==> src/cpu_pkg.sv <==
/*
 * cpu package
 * pipeline widths and the load/store operation encoding
 */
package cpu_pkg;

  localparam int unsigned XLEN       = 32;
  localparam int unsigned REG_ADDR_W = 5;

  // field positions inside lsu_op_e
  localparam int unsigned OP_STORE_BIT    = 3;
  localparam int unsigned OP_UNSIGNED_BIT = 2;

  // access size field, op bits 1:0
  localparam logic [1:0] OP_SZ_B = 2'b00;
  localparam logic [1:0] OP_SZ_H = 2'b01;
  localparam logic [1:0] OP_SZ_W = 2'b10;

  // top bit is store, bit 2 is unsigned, low bits are the size
  typedef enum logic [3:0] {
    LB  = 4'b0000,
    LH  = 4'b0001,
    LW  = 4'b0010,
    LBU = 4'b0100,
    LHU = 4'b0101,
    SB  = 4'b1000,
    SH  = 4'b1001,
    SW  = 4'b1010
  } lsu_op_e;

endpackage

==> src/axi_pkg.sv <==
/*
 * axi package
 * bus widths, response and size codes, watchdog length and the beat views
 */
package axi_pkg;

  localparam int unsigned ADDR_W = 32;
  localparam int unsigned DATA_W = 64;
  localparam int unsigned STRB_W = DATA_W / 8;

  // cycles allowed between address acceptance and the response
  localparam int unsigned TIMEOUT_CYCLES = 16;
  localparam int unsigned TIMER_W        = $clog2(TIMEOUT_CYCLES + 1);
  localparam logic [TIMER_W-1:0] TIMEOUT_MAX = TIMER_W'(TIMEOUT_CYCLES);

  typedef enum logic [1:0] {
    OKAY   = 2'b00,
    EXOKAY = 2'b01,
    SLVERR = 2'b10,
    DECERR = 2'b11
  } resp_e;

  typedef enum logic [2:0] {
    SIZE_1B = 3'b000,
    SIZE_2B = 3'b001,
    SIZE_4B = 3'b010
  } size_e;

  // one bus word seen by byte, half or word lane
  typedef union packed {
    logic [STRB_W-1:0][7:0]        bytes;
    logic [DATA_W/16-1:0][15:0]    halves;
    logic [DATA_W/32-1:0][31:0]    words;
  } beat_u;

endpackage

==> src/lsu_if.sv <==
/*
 * lsu status interface
 * access completion, fault, busy and load value toward writeback
 */
`timescale 1ns/1ps

interface lsu_if;

  logic                     done;
  logic                     fault;
  logic                     busy;
  logic [cpu_pkg::XLEN-1:0] load_value;

  modport fsm   (output done, fault, busy);
  modport align (output load_value);
  modport wb    (input done, fault, busy, load_value);

endinterface

==> src/lsu_fsm.sv <==
/*
 * lsu control FSM
 * sequences single-beat AXI reads and writes, drives stall and fault
 */
`timescale 1ns/1ps

module lsu_fsm (
  input  logic              clk,
  input  logic              rst_n,
  input  logic              lsu_m,
  input  cpu_pkg::lsu_op_e  lsu_op_m,
  input  logic [2:0]        addr_lo,
  output logic              arvalid,
  input  logic              arready,
  input  logic              rvalid,
  input  axi_pkg::resp_e    rresp,
  output logic              rready,
  output logic              awvalid,
  input  logic              awready,
  output logic              wvalid,
  input  logic              wready,
  input  logic              bvalid,
  input  axi_pkg::resp_e    bresp,
  output logic              bready,
  output logic              start,
  output logic              stop,
  input  logic              expired,
  output logic              mem_stall,
  lsu_if.fsm                lsu
);

  typedef enum logic [2:0] {
    ST_IDLE,
    ST_MISAL,
    ST_RD_ADDR,
    ST_RD_DATA,
    ST_WR,
    ST_WR_RESP,
    ST_DRAIN
  } state_e;

  state_e state_q;
  state_e state_d;
  logic   aw_done;
  logic   w_done;
  logic   pend_rd;
  logic   misaligned;
  logic   aw_ok;
  logic   w_ok;

  always_comb begin
    case (lsu_op_m[1:0])
      cpu_pkg::OP_SZ_H: misaligned = addr_lo[0];
      cpu_pkg::OP_SZ_W: misaligned = |addr_lo[1:0];
      default:          misaligned = 1'b0;
    endcase
  end

  // handshake already done or happening now
  assign aw_ok = aw_done || awready;
  assign w_ok  = w_done || wready;

  assign arvalid = (state_q == ST_RD_ADDR);
  assign awvalid = (state_q == ST_WR) && !aw_done;
  assign wvalid  = (state_q == ST_WR) && !w_done;
  assign rready  = (state_q == ST_RD_DATA) || ((state_q == ST_DRAIN) && pend_rd);
  assign bready  = (state_q == ST_WR_RESP) || ((state_q == ST_DRAIN) && !pend_rd);

  assign lsu.busy = (state_q != ST_IDLE) && (state_q != ST_DRAIN);
  assign stop     = lsu.done;

  always_comb begin
    state_d   = state_q;
    lsu.done  = 1'b0;
    lsu.fault = 1'b0;
    start     = 1'b0;
    case (state_q)
      ST_IDLE: begin
        if (lsu_m) begin
          if (misaligned) begin
            state_d = ST_MISAL;
          end else if (lsu_op_m[cpu_pkg::OP_STORE_BIT]) begin
            state_d = ST_WR;
          end else begin
            state_d = ST_RD_ADDR;
          end
        end
      end
      ST_MISAL: begin
        lsu.done  = 1'b1;
        lsu.fault = 1'b1;
        state_d   = ST_IDLE;
      end
      ST_RD_ADDR: begin
        if (arready) begin
          start   = 1'b1;
          state_d = ST_RD_DATA;
        end
      end
      ST_RD_DATA: begin
        if (rvalid) begin
          lsu.done  = 1'b1;
          lsu.fault = (rresp != axi_pkg::OKAY);
          state_d   = ST_IDLE;
        end else if (expired) begin
          lsu.done  = 1'b1;
          lsu.fault = 1'b1;
          state_d   = ST_DRAIN;
        end
      end
      ST_WR: begin
        if (aw_ok && w_ok) begin
          start   = 1'b1;
          state_d = ST_WR_RESP;
        end
      end
      ST_WR_RESP: begin
        if (bvalid) begin
          lsu.done  = 1'b1;
          lsu.fault = (bresp != axi_pkg::OKAY);
          state_d   = ST_IDLE;
        end else if (expired) begin
          lsu.done  = 1'b1;
          lsu.fault = 1'b1;
          state_d   = ST_DRAIN;
        end
      end
      ST_DRAIN: begin
        // late response is accepted and dropped
        if (pend_rd ? rvalid : bvalid) begin
          state_d = ST_IDLE;
        end
      end
      default: state_d = ST_IDLE;
    endcase
  end

  // idle and drain stall only a waiting lsu op, busy states until done
  always_comb begin
    case (state_q)
      ST_IDLE, ST_DRAIN: mem_stall = lsu_m;
      default:           mem_stall = !lsu.done;
    endcase
  end

  always_ff @(posedge clk or negedge rst_n) begin
    if (!rst_n) begin
      state_q <= ST_IDLE;
      aw_done <= 1'b0;
      w_done  <= 1'b0;
      pend_rd <= 1'b0;
    end else begin
      state_q <= state_d;
      if (state_q == ST_IDLE) begin
        aw_done <= 1'b0;
        w_done  <= 1'b0;
      end else if (state_q == ST_WR) begin
        if (awready) begin
          aw_done <= 1'b1;
        end
        if (wready) begin
          w_done <= 1'b1;
        end
      end
      // remember which channel a drain has to wait on
      if (state_q == ST_RD_DATA) begin
        pend_rd <= 1'b1;
      end else if (state_q == ST_WR_RESP) begin
        pend_rd <= 1'b0;
      end
    end
  end

endmodule

==> src/lsu_timer.sv <==
/*
 * lsu watchdog
 * counts cycles spent waiting for an AXI response, saturating at the limit
 */
`timescale 1ns/1ps

module lsu_timer (
  input  logic clk,
  input  logic rst_n,
  input  logic start,
  input  logic stop,
  output logic expired
);

  logic [axi_pkg::TIMER_W-1:0] cnt;
  logic                        running;

  always_ff @(posedge clk or negedge rst_n) begin
    if (!rst_n) begin
      cnt     <= '0;
      running <= 1'b0;
    end else if (start) begin
      cnt     <= '0;
      running <= 1'b1;
    end else if (stop) begin
      running <= 1'b0;
    end else if (running && (cnt != axi_pkg::TIMEOUT_MAX)) begin
      cnt <= cnt + 1'b1;
    end
  end

  assign expired = (cnt == axi_pkg::TIMEOUT_MAX);

endmodule

==> src/store_align.sv <==
/*
 * store alignment
 * replicates store data across byte lanes and builds the write strobe
 */
`timescale 1ns/1ps

module store_align (
  input  logic [axi_pkg::ADDR_W-1:0] addr,
  input  cpu_pkg::lsu_op_e           op,
  input  logic [cpu_pkg::XLEN-1:0]   store_data,
  output axi_pkg::beat_u             wdata,
  output logic [axi_pkg::STRB_W-1:0] wstrb,
  output axi_pkg::size_e             size
);

  logic [axi_pkg::STRB_W-1:0] strb_base;
  logic [2:0]                 lane_off;

  always_comb begin
    case (op[1:0])
      cpu_pkg::OP_SZ_B: begin
        wdata.bytes = {axi_pkg::STRB_W{store_data[7:0]}};
        strb_base   = 8'h01;
        lane_off    = addr[2:0];
        size        = axi_pkg::SIZE_1B;
      end
      cpu_pkg::OP_SZ_H: begin
        wdata.halves = {(axi_pkg::DATA_W / 16){store_data[15:0]}};
        strb_base    = 8'h03;
        lane_off     = {addr[2:1], 1'b0};
        size         = axi_pkg::SIZE_2B;
      end
      default: begin
        wdata.words = {(axi_pkg::DATA_W / 32){store_data}};
        strb_base   = 8'h0f;
        lane_off    = {addr[2], 2'b00};
        size        = axi_pkg::SIZE_4B;
      end
    endcase
    wstrb = strb_base << lane_off;
  end

endmodule

==> src/load_align.sv <==
/*
 * load alignment
 * picks the addressed lane of a read beat and sign or zero extends it
 */
`timescale 1ns/1ps

module load_align (
  input  logic [2:0]       addr_lo,
  input  cpu_pkg::lsu_op_e op,
  input  axi_pkg::beat_u   rdata,
  lsu_if.align             lsu
);

  logic [7:0]  byte_v;
  logic [15:0] half_v;
  logic [31:0] word_v;
  logic        ext_b;
  logic        ext_h;

  assign byte_v = rdata.bytes[addr_lo];
  assign half_v = rdata.halves[addr_lo[2:1]];
  assign word_v = rdata.words[addr_lo[2]];

  // fill bit is zero for LBU and LHU
  assign ext_b = !op[cpu_pkg::OP_UNSIGNED_BIT] && byte_v[7];
  assign ext_h = !op[cpu_pkg::OP_UNSIGNED_BIT] && half_v[15];

  always_comb begin
    case (op[1:0])
      cpu_pkg::OP_SZ_B: lsu.load_value = {{(cpu_pkg::XLEN - 8){ext_b}}, byte_v};
      cpu_pkg::OP_SZ_H: lsu.load_value = {{(cpu_pkg::XLEN - 16){ext_h}}, half_v};
      default:          lsu.load_value = word_v;
    endcase
  end

endmodule

==> src/mem_wb_reg.sv <==
/*
 * memory to writeback register
 * holds the writeback triple from the ALU result or the load value
 */
`timescale 1ns/1ps

module mem_wb_reg (
  input  logic                          clk,
  input  logic                          rst_n,
  input  logic                          lsu_m,
  input  logic                          rd_en_m,
  input  logic [cpu_pkg::REG_ADDR_W-1:0] rd_addr_m,
  input  logic [cpu_pkg::XLEN-1:0]      alu_res_m,
  lsu_if.wb                             lsu,
  output logic                          rd_en_wb,
  output logic [cpu_pkg::REG_ADDR_W-1:0] rd_addr_wb,
  output logic [cpu_pkg::XLEN-1:0]      rd_data_wb,
  output logic                          mem_fault_wb
);

  always_ff @(posedge clk or negedge rst_n) begin
    if (!rst_n) begin
      rd_en_wb     <= 1'b0;
      rd_addr_wb   <= '0;
      rd_data_wb   <= '0;
      mem_fault_wb <= 1'b0;
    end else begin
      rd_addr_wb <= rd_addr_m;
      if (lsu.done) begin
        // faulted access never writes the register file
        rd_en_wb     <= rd_en_m && !lsu.fault;
        rd_data_wb   <= lsu.load_value;
        mem_fault_wb <= lsu.fault;
      end else if (lsu.busy || lsu_m) begin
        rd_en_wb     <= 1'b0;
        mem_fault_wb <= 1'b0;
      end else begin
        rd_en_wb     <= rd_en_m;
        rd_data_wb   <= alu_res_m;
        mem_fault_wb <= 1'b0;
      end
    end
  end

endmodule

==> src/mem_stage.sv <==
/*
 * RV32 memory stage
 * single-beat loads and stores over a 64-bit AXI master with stall and fault
 */
`timescale 1ns/1ps

module mem_stage (
  input  logic                           clk,
  input  logic                           rst_n,
  // pipeline side
  input  logic                           lsu_m,
  input  cpu_pkg::lsu_op_e               lsu_op_m,
  input  logic [cpu_pkg::XLEN-1:0]       alu_res_m,
  input  logic [cpu_pkg::XLEN-1:0]       store_data_m,
  input  logic                           rd_en_m,
  input  logic [cpu_pkg::REG_ADDR_W-1:0] rd_addr_m,
  output logic                           rd_en_wb,
  output logic [cpu_pkg::REG_ADDR_W-1:0] rd_addr_wb,
  output logic [cpu_pkg::XLEN-1:0]       rd_data_wb,
  output logic                           mem_fault_wb,
  output logic                           mem_stall,
  // read address and data
  output logic [axi_pkg::ADDR_W-1:0]     axi_araddr,
  output axi_pkg::size_e                 axi_arsize,
  output logic                           axi_arvalid,
  input  logic                           axi_arready,
  input  logic [axi_pkg::DATA_W-1:0]     axi_rdata,
  input  axi_pkg::resp_e                 axi_rresp,
  input  logic                           axi_rvalid,
  output logic                           axi_rready,
  // write address, data and response
  output logic [axi_pkg::ADDR_W-1:0]     axi_awaddr,
  output axi_pkg::size_e                 axi_awsize,
  output logic                           axi_awvalid,
  input  logic                           axi_awready,
  output logic [axi_pkg::DATA_W-1:0]     axi_wdata,
  output logic [axi_pkg::STRB_W-1:0]     axi_wstrb,
  output logic                           axi_wvalid,
  input  logic                           axi_wready,
  input  axi_pkg::resp_e                 axi_bresp,
  input  logic                           axi_bvalid,
  output logic                           axi_bready
);

  lsu_if          lsu_bus ();
  axi_pkg::size_e size;
  logic           tmr_start;
  logic           tmr_stop;
  logic           tmr_expired;

  // address comes straight from the execute result
  assign axi_araddr = alu_res_m;
  assign axi_awaddr = alu_res_m;
  assign axi_arsize = size;
  assign axi_awsize = size;

  lsu_fsm lsu_fsm_i (
    .clk       (clk),
    .rst_n     (rst_n),
    .lsu_m     (lsu_m),
    .lsu_op_m  (lsu_op_m),
    .addr_lo   (alu_res_m[2:0]),
    .arvalid   (axi_arvalid),
    .arready   (axi_arready),
    .rvalid    (axi_rvalid),
    .rresp     (axi_rresp),
    .rready    (axi_rready),
    .awvalid   (axi_awvalid),
    .awready   (axi_awready),
    .wvalid    (axi_wvalid),
    .wready    (axi_wready),
    .bvalid    (axi_bvalid),
    .bresp     (axi_bresp),
    .bready    (axi_bready),
    .start     (tmr_start),
    .stop      (tmr_stop),
    .expired   (tmr_expired),
    .mem_stall (mem_stall),
    .lsu       (lsu_bus.fsm)
  );

  lsu_timer lsu_timer_i (
    .clk     (clk),
    .rst_n   (rst_n),
    .start   (tmr_start),
    .stop    (tmr_stop),
    .expired (tmr_expired)
  );

  store_align store_align_i (
    .addr       (alu_res_m),
    .op         (lsu_op_m),
    .store_data (store_data_m),
    .wdata      (axi_wdata),
    .wstrb      (axi_wstrb),
    .size       (size)
  );

  load_align load_align_i (
    .addr_lo (alu_res_m[2:0]),
    .op      (lsu_op_m),
    .rdata   (axi_rdata),
    .lsu     (lsu_bus.align)
  );

  mem_wb_reg mem_wb_reg_i (
    .clk          (clk),
    .rst_n        (rst_n),
    .lsu_m        (lsu_m),
    .rd_en_m      (rd_en_m),
    .rd_addr_m    (rd_addr_m),
    .alu_res_m    (alu_res_m),
    .lsu          (lsu_bus.wb),
    .rd_en_wb     (rd_en_wb),
    .rd_addr_wb   (rd_addr_wb),
    .rd_data_wb   (rd_data_wb),
    .mem_fault_wb (mem_fault_wb)
  );

endmodule

==> config.mk <==
export PLATFORM = sky130hd
export DESIGN_NAME = mem_stage
export DESIGN_NICKNAME = d
export VERILOG_FILES = /design/src/cpu_pkg.sv /design/src/axi_pkg.sv /design/src/lsu_if.sv /design/src/lsu_fsm.sv /design/src/lsu_timer.sv /design/src/store_align.sv /design/src/load_align.sv /design/src/mem_wb_reg.sv /design/src/mem_stage.sv
export SDC_FILE = /design/constraint.sdc
export NUM_CORES = 1
export LEC_CHECK = 0
export CORE_AREA = 2 2 131 133
export CTS_BUF_LIST = sky130_fd_sc_hd__clkbuf_4 sky130_fd_sc_hd__clkbuf_8 sky130_fd_sc_hd__clkbuf_16
export CTS_CLUSTER_DIAMETER = 40
export DETAILED_ROUTE_END_ITERATION = 8
export DIE_AREA = 0 0 133 135
export DONT_BUFFER_PORTS = 1
export GPL_ROUTABILITY_DRIVEN = 0
export GPL_TIMING_DRIVEN = 0
export PLACE_DENSITY_LB_ADDON = 0.15
export SLEW_MARGIN = 15
export SYNTH_ARGS = -nofsm -noshare
export SYNTH_HDL_FRONTEND = slang
export SYNTH_SLANG_ARGS = --single-unit
==> constraint.sdc <==
create_clock -name clk -period 1.95 [get_ports clk]
set_input_delay 0.195 -clock clk [delete_from_list [all_inputs] [get_ports clk]]
set_output_delay 0.195 -clock clk [all_outputs]
set_load 0.01 [all_outputs]
==> results.py, run 1 <==
metrics = {
    "clock_network": {
        "clkSinkCount": 51,
        "htree_levels": 2,
        "cts_tree": "built",
        "clk_pin_slew_worst_paths_ns": 0.08,
        "cts_made_buffers": 5,
        "clock_latency_ns": 0.30,
        "clock_path_buffers": 2,
        "cts_root_buf": "clkbuf_16",
    },
    "cells_and_area": {
        "antennaDiodeCount": 0,
        "syn2layout_area_growth_pct": 17.7,
        "drive_above_1_share_pct": 34.7,
        "nets": 824,
        "fill_cells": 1707,
    },
    "setup_path": {
        "startpoint_type": "primary input",
        "r2r_end": "mem_wb_reg_i.rd_data_wb[27]",
        "critPathKind": "in -> out",
        "r2r_start": "lsu_fsm_i.state_q[1]",
        "cpPeakStageDelay_ns": 0.55,
        "end_kind": "output port",
        "crit_arrival_ns": 1.77,
        "setup.worst_path.start": "alu_res_m[1]",
        "worst-r2r-cell-count": 7,
        "cpMaxStageDelayCell": "o31ai_1",
        "rrSetupSlack_ns": 0.08,
        "critPathMaxFanout": 10,
        "endpoint": "axi_wstrb[4]",
        "crit_top_cell": "buf_2",
        "cp_cell_sequence": "buf_2 > buf_2 > nand2_1 > clkbuf_1 > o31ai_1",
        "cp_data_required_time_ns": 1.75,
    },
    "synth": {
        "ys_async_sr_fraction_pct": 100,
        "yosysTopAreaCellShare_pct": 24.7,
        "ys_seq_area_share_pct": 24.7,
        "synth_top_flop_cell": "dfrtp_1",
        "yosysMostFrequentCell": "nand2_1",
        "synth_area_um2": 5160,
        "synth_common_cells": "nand2_1, buf_4, dfrtp_1",
        "synth_seq_cells": 51,
        "syn_avg_cell_area_um2": 8.10,
        "ys_types": 60,
        "synthCells": 637,
        "synth-edff-count": 0,
        "synthTopCellsByArea": "dfrtp_1, buf_4, nand2_1",
        "synth-warning-count": 0,
        "yosysTopAreaCell": "dfrtp_1",
    },
    "place": {
        "hpwl_um": 17500,
        "io_buffers": 0,
    },
    "floorplan": {
        "core_region_area_um2": 16400,
        "fp-row-count": 47,
        "start_util_pct": 31.5,
        "die-height_um": 135,
        "die_area_um2": 18000,
        "die_x_um": 133,
        "io-pin-count": 337,
    },
    "power": {
        "ir_drop_v": 0.000538,
        "power.density_nw_per_um2": 1130,
        "static-leakage-power_nw": 2.76,
    },
    "global_route": {
        "overflow": 0,
        "antenna_found_initial": 0,
        "groute.usage.overall_pct": 23.4,
        "grt_pass1_vias": 4886,
        "grt_pass1_wl_um": 31600,
        "grt_max_degree": 52,
    },
    "sta": {
        "whs_ns": 0.0511,
        "tns_ns": -0.0145,
        "finalCritPeriodShare_pct": 101,
        "fin_crit_ns": 1.96,
        "fmax_mhz": 509,
        "layout_setup_ws_ns": -0.0145,
        "slew_violations": 0,
        "final-setup-viol-count": 1,
        "rsz0062_at_grt": "yes",
        "fin_skew_ns": 0.00841,
        "tightestPinTransition_ns": 0.670,
        "final_hold_viol_count": 0,
        "relSlewSlack_pct": 55.3,
    },
    "routing": {
        "antenna_left": 0,
        "dr_total_vias": 4864,
        "wl_um": 22000,
        "wl_per_cell_um": 24.8,
        "firstDrtPassIters": 4,
        "drt_iter0_drc": 274,
        "route.detailed.drc": 0,
        "vias_per_cell": 5.48,
    },
    "status": {
        "violations": "negative setup slack",
        "status": "finished, violations left",
    },
    "flow_run": {
        "maxCapViolCount": 0,
    },
    "worst_hold_path": {
        "hold_class": "in -> reg",
    },
}
==> report_power, final <==
part	total, mW	leakage, nW	internal [mW]	switching [mW]
combinational	3.65	2.07	1.66	1.99
clock	1.06	0.0804	0.612	0.453
sequential	2.17	0.609	1.56	0.611
total	6.88	2.76	3.83	3.05
==> layout by cell type (no fill, tap or decap), types with 4 or more instances in the layout <==
master,synthesis,routed
nand3_1,21,20
nor3_1,7,7
nand2_1,120,114
nor2_1,38,38
mux2i_1,38,38
a32oi_1,12,12
clkbuf_16,0,6
o31a_1,7,7
clkbuf_4,0,5
and2_1,5,5
dfrtp_1,51,49
mux2_2,13,13
mux4_2,7,7
a21oi_1,18,17
inv_1,9,6
buf_4,110,132
dlygate4sd3_1,0,6
buf_6,3,4
nand2_2,0,6
clkbuf_2,0,10
a22o_1,8,8
buf_2,9,6
ha_1,7,4
o22ai_1,12,12
a31oi_1,8,8
o21ai_0,18,17
nand2b_1,7,7
a22oi_1,8,8
clkbuf_1,26,5
a311oi_1,4,4
a211oi_1,6,5
o31a_2,9,9
==> registers in the layout, summed over array words and instances, names as in the netlist <==
| name | count |
|---|---|
| lsu_fsm_i.aw_done | 1 |
| mem_wb_reg_i.rd_data_wb | 32 |
| lsu_fsm_i.state_q | 3 |
| lsu_fsm_i.pend_rd | 1 |
| mem_wb_reg_i.rd_addr_wb | 5 |
| lsu_timer_i.running | 1 |
| mem_wb_reg_i.mem_fault_wb | 1 |
| lsu_fsm_i.w_done | 1 |
| lsu_timer_i.cnt | 5 |
| mem_wb_reg_i.rd_en_wb | 1 |
==> layer usage <==
layer	vias up	share of wire (%)	global-route usage, %
met2	212	49	38.6
met1	2428	41	30.5
li1	2207	-	-
met3	17	8.0	6.79
met4	0	1.7	5.26
met5	-	0	0
==> per-stage QoR <==
step                utilization, %  power (mW)  cells  area (um2)  setup WS (ns)
floorplan                        -        4.47    638        5170         0.0225
global placement              33.2        5.27    858        5450         -0.622
detailed placement            33.2        5.32    858        5450         -0.686
CTS                           36.4        6.80    883        5970        -0.0300
global route                  37.0        7.42    888        6070        -0.0332
finish                        37.0        6.88    888        6070        -0.0145
==> timing repair <==
action,in CTS,in global routing
endpoints found under the hold margin,56,0
hold buffers,7,0
resized for setup,46,26
setup endpoints to repair,96,51
pin swaps,5,1
setup buffers,17,5
==> how the worst min path moves through the flow <==
stage / from / end / cells past startpoint
after floorplan: rst_n / lsu_fsm_i.aw_done / 0
after global placement: rst_n / mem_wb_reg_i.rd_addr_wb[0] / 0
after detailed placement: rst_n / mem_wb_reg_i.rd_addr_wb[0] / 0
after CTS: lsu_op_m[3] / lsu_fsm_i.state_q[2] / 2
after global routing: rd_en_m / mem_wb_reg_i.rd_en_wb / 1
final: lsu_op_m[3] / lsu_fsm_i.state_q[2] / 2
==> critical path, delay by kind of cell <==
family / cells / cell delay, ns
AND/OR/NAND/NOR: 1 / 0.12
AO/OA/AOI/OAI: 1 / 0.55
buffers and inverters: 3 / 0.89
==> layout make-up <==
class | count | area, um2 | area share [%]
inverters | 10 | 41.3 | 0.680
multi-input cells | 424 | 2970 | 48.8
flip-flops and latches | 51 | 1280 | 21.1
plain buffers | 146 | 1090 | 17.9
well taps | 220 | 275 | 4.53
clock buffers | 5 | 125 | 2.06
clock inverters | 3 | 46.3 | 0.762
repair buffers | 29 | 256 | 4.22
==> cell families (layout without fill, tap and decap cells) <==
kind of cell | after synthesis | in the layout | share of synthesized area [%]
adder cells (fa/ha/maj) | 7 | 7 | 1.70
AO/OA/AOI/OAI | 129 | 129 | 18.7
multiplexers | 62 | 62 | 15.1
other | 1 | 2 | 0.0726
buffers and inverters | 163 | 193 | 20.5
AND/OR/NAND/NOR | 224 | 224 | 19.2
flip-flops | 51 | 51 | 24.7
Note: power is estimated with default switching activity, not from simulation.
==> inputs of run 2 (changes only) <==
PLACE_DENSITY = 0.47   (was default)
PLACE_DENSITY_LB_ADDON = default   (was 0.15)
==> results.py, run 2 (synthesized netlist as in run 1, its figures left out) <==
metrics = {
    "clock_network": {
        "cts_made_buffers": 5,
        "htree_levels": 2,
        "clock_path_buffers": 2,
        "cts_root_buf": "clkbuf_16",
        "clkSinkCount": 51,
        "clock_latency_ns": 0.30,
        "cts_tree": "built",
        "clk_pin_slew_worst_paths_ns": 0.08,
    },
    "cells_and_area": {
        "drive_above_1_share_pct": 34.0,
        "antennaDiodeCount": 0,
        "nets": 820,
        "post-route-util_pct": 36.9,
        "largest_reg_flops": 32,
        "syn2layout_area_growth_pct": 17.3,
        "top_register": "mem_wb_reg_i.rd_data_wb",
        "top_regs": "mem_wb_reg_i.rd_data_wb x32, lsu_timer_i.cnt x5, mem_wb_reg_i.rd_addr_wb x5",
        "layout_common_cells": "buf_4, nand2_1, dfrtp_1",
        "final_common_cell": "buf_4",
    },
    "sta": {
        "fmax_mhz": 506,
        "tns_ns": -0.0258,
        "finalCritPeriodShare_pct": 101,
        "fin_skew_ns": 0.00776,
        "slew_violations": 0,
        "rsz0062_at_grt": "yes",
        "tightestPinTransition_ns": 0.792,
        "relSlewSlack_pct": 46.8,
        "layout_setup_ws_ns": -0.0258,
        "final-setup-viol-count": 1,
        "final_hold_viol_count": 0,
        "fin_crit_ns": 1.98,
    },
    "setup_path": {
        "cpMaxStageDelayCell": "or4_4",
        "cp.buffers_inverters": 2,
        "cp_data_required_time_ns": 1.75,
        "startpoint_type": "flip-flop",
        "critPathKind": "reg -> out",
        "cpPeakStageDelay_ns": 0.52,
        "crit_arrival_ns": 1.78,
        "critPathMaxFanout": 6,
        "cp_cell_sequence": "nor2b_2 > or4_4 > clkbuf_16 > nand2_2 > inv_1",
        "critical_path.top_delay_family": "simple AND/OR/NAND/NOR gates",
        "end_kind": "output port",
    },
    "status": {
        "status": "finished, violations left",
        "violations": "negative setup slack",
    },
    "floorplan": {
        "core_region_area_um2": 16400,
        "die_x_um": 133,
        "io-pin-count": 337,
        "start_util_pct": 31.5,
        "die-height_um": 135,
        "die_area_um2": 18000,
        "fp-row-count": 47,
    },
    "power": {
        "static-leakage-power_nw": 2.76,
        "ir_drop_v": 0.000574,
        "power_mw": 6.92,
        "power.density_nw_per_um2": 1140,
    },
    "place": {
        "io_buffers": 0,
        "hpwl_um": 17600,
    },
    "routing": {
        "drt_iter0_drc": 316,
        "antenna_left": 0,
        "wl_um": 22100,
        "route.detailed.drc": 0,
        "dr_total_vias": 4894,
        "vias_per_cell": 5.54,
        "firstDrtPassIters": 5,
        "wl_per_cell_um": 25.1,
    },
    "global_route": {
        "grt.busiest_layer": "met2",
        "antenna_found_initial": 1,
        "overflow": 0,
        "met1_usage_pct": 30.7,
        "grt_max_degree": 52,
        "grt_pass1_vias": 4803,
        "grtUsageMet2_pct": 37.0,
        "groute.usage.overall_pct": 23.3,
        "grt_util_met3_pct": 6.91,
        "grt_pass1_wl_um": 31100,
    },
    "flow_run": {
        "maxCapViolCount": 0,
    },
    "worst_hold_path": {
        "hold_class": "in -> reg",
    },
}
==> run 2: cell types whose count changed in the layout (fill, tap and decap cells not counted), moves of 2 or more <==
cell      before  now
clkbuf_4       5    2
inv_1          6    8
nand2_2        6    3
nand2_1      114  117
==> run 2: worst paths after layout <==
kind / cells past startpoint / from / slack [ns] / end
setup / recovery: 5 / lsu_fsm_i.state_q[1] / -0.03 / mem_stall
min in group asynchronous: 2 / rst_n / 0.40 / lsu_fsm_i.pend_rd
hold / removal: 1 / rd_en_m / 0.04 / mem_wb_reg_i.rd_en_wb
hold reg to reg: 2 / lsu_fsm_i.aw_done / 0.53 / lsu_fsm_i.aw_done
setup reg to reg: 7 / lsu_fsm_i.state_q[1] / 0.05 / mem_wb_reg_i.rd_data_wb[22]
max in group asynchronous: 2 / rst_n / 1.28 / mem_wb_reg_i.rd_data_wb[13]
==> run 2: layout make-up <==
class | instances | area (um2)
Buffer | 143 | 1080
Clock buffer | 5 | 125
Clock inverter | 3 | 46.3
Fill cell | 1704 | 10400
Inverter | 10 | 37.5
Multi-Input combinational cell | 424 | 2970
Sequential cell | 51 | 1280
Tap cell | 220 | 275
Timing Repair Buffer | 28 | 249
==> run 2: where the power goes <==
part | leakage, nW | internal (mW) | switching, mW
clock | 0.0804 | 0.612 | 0.440
sequential | 0.609 | 1.56 | 0.616
combinational | 2.07 | 1.69 | 2.00
==> run 2: timing repair <==
item / 4_1_cts / 5_1_grt
endpoints found under the hold margin: 56 / 0
gates resized for setup: 47 / 20
hold buffers: 7 / 0
setup endpoints to repair: 96 / 44
pin swaps: 4 / 3
buffers inserted: 13 / 8
==> run 2: stage by stage <==
stage / setup WS (ns) / cell area (um2) / instances / hold slack (ns)
2_1_floorplan: 0.0225 / 5170 / 638 / -0.101
3_3_place_gp: -0.586 / 5450 / 858 / -0.0993
3_5_place_dp: -0.662 / 5450 / 858 / -0.0992
4_1_cts: -0.0632 / 5940 / 877 / 0.0388
5_1_grt: -0.0863 / 6060 / 884 / 0.0438
6_report: -0.0258 / 6060 / 884 / 0.0420
==> run 2: metal layers <==
| layer | vias up | wire [um] |
|---|---|---|
| li1 | 2205 | - |
| met1 | 2406 | 9070 |
| met2 | 245 | 10600 |
| met3 | 38 | 1950 |
| met4 | 0 | 545 |
| met5 | - | 0 |
==> run 2: worst register-to-register path: cells and delay by family (launching register included) <==
kind / cells / cell delay (ns)
buffers and inverters: 2 / 0.34
AOI/OAI and AO/OA: 1 / 0.13
and+or+nand+nor: 4 / 0.88
DFF: 1 / 0.45
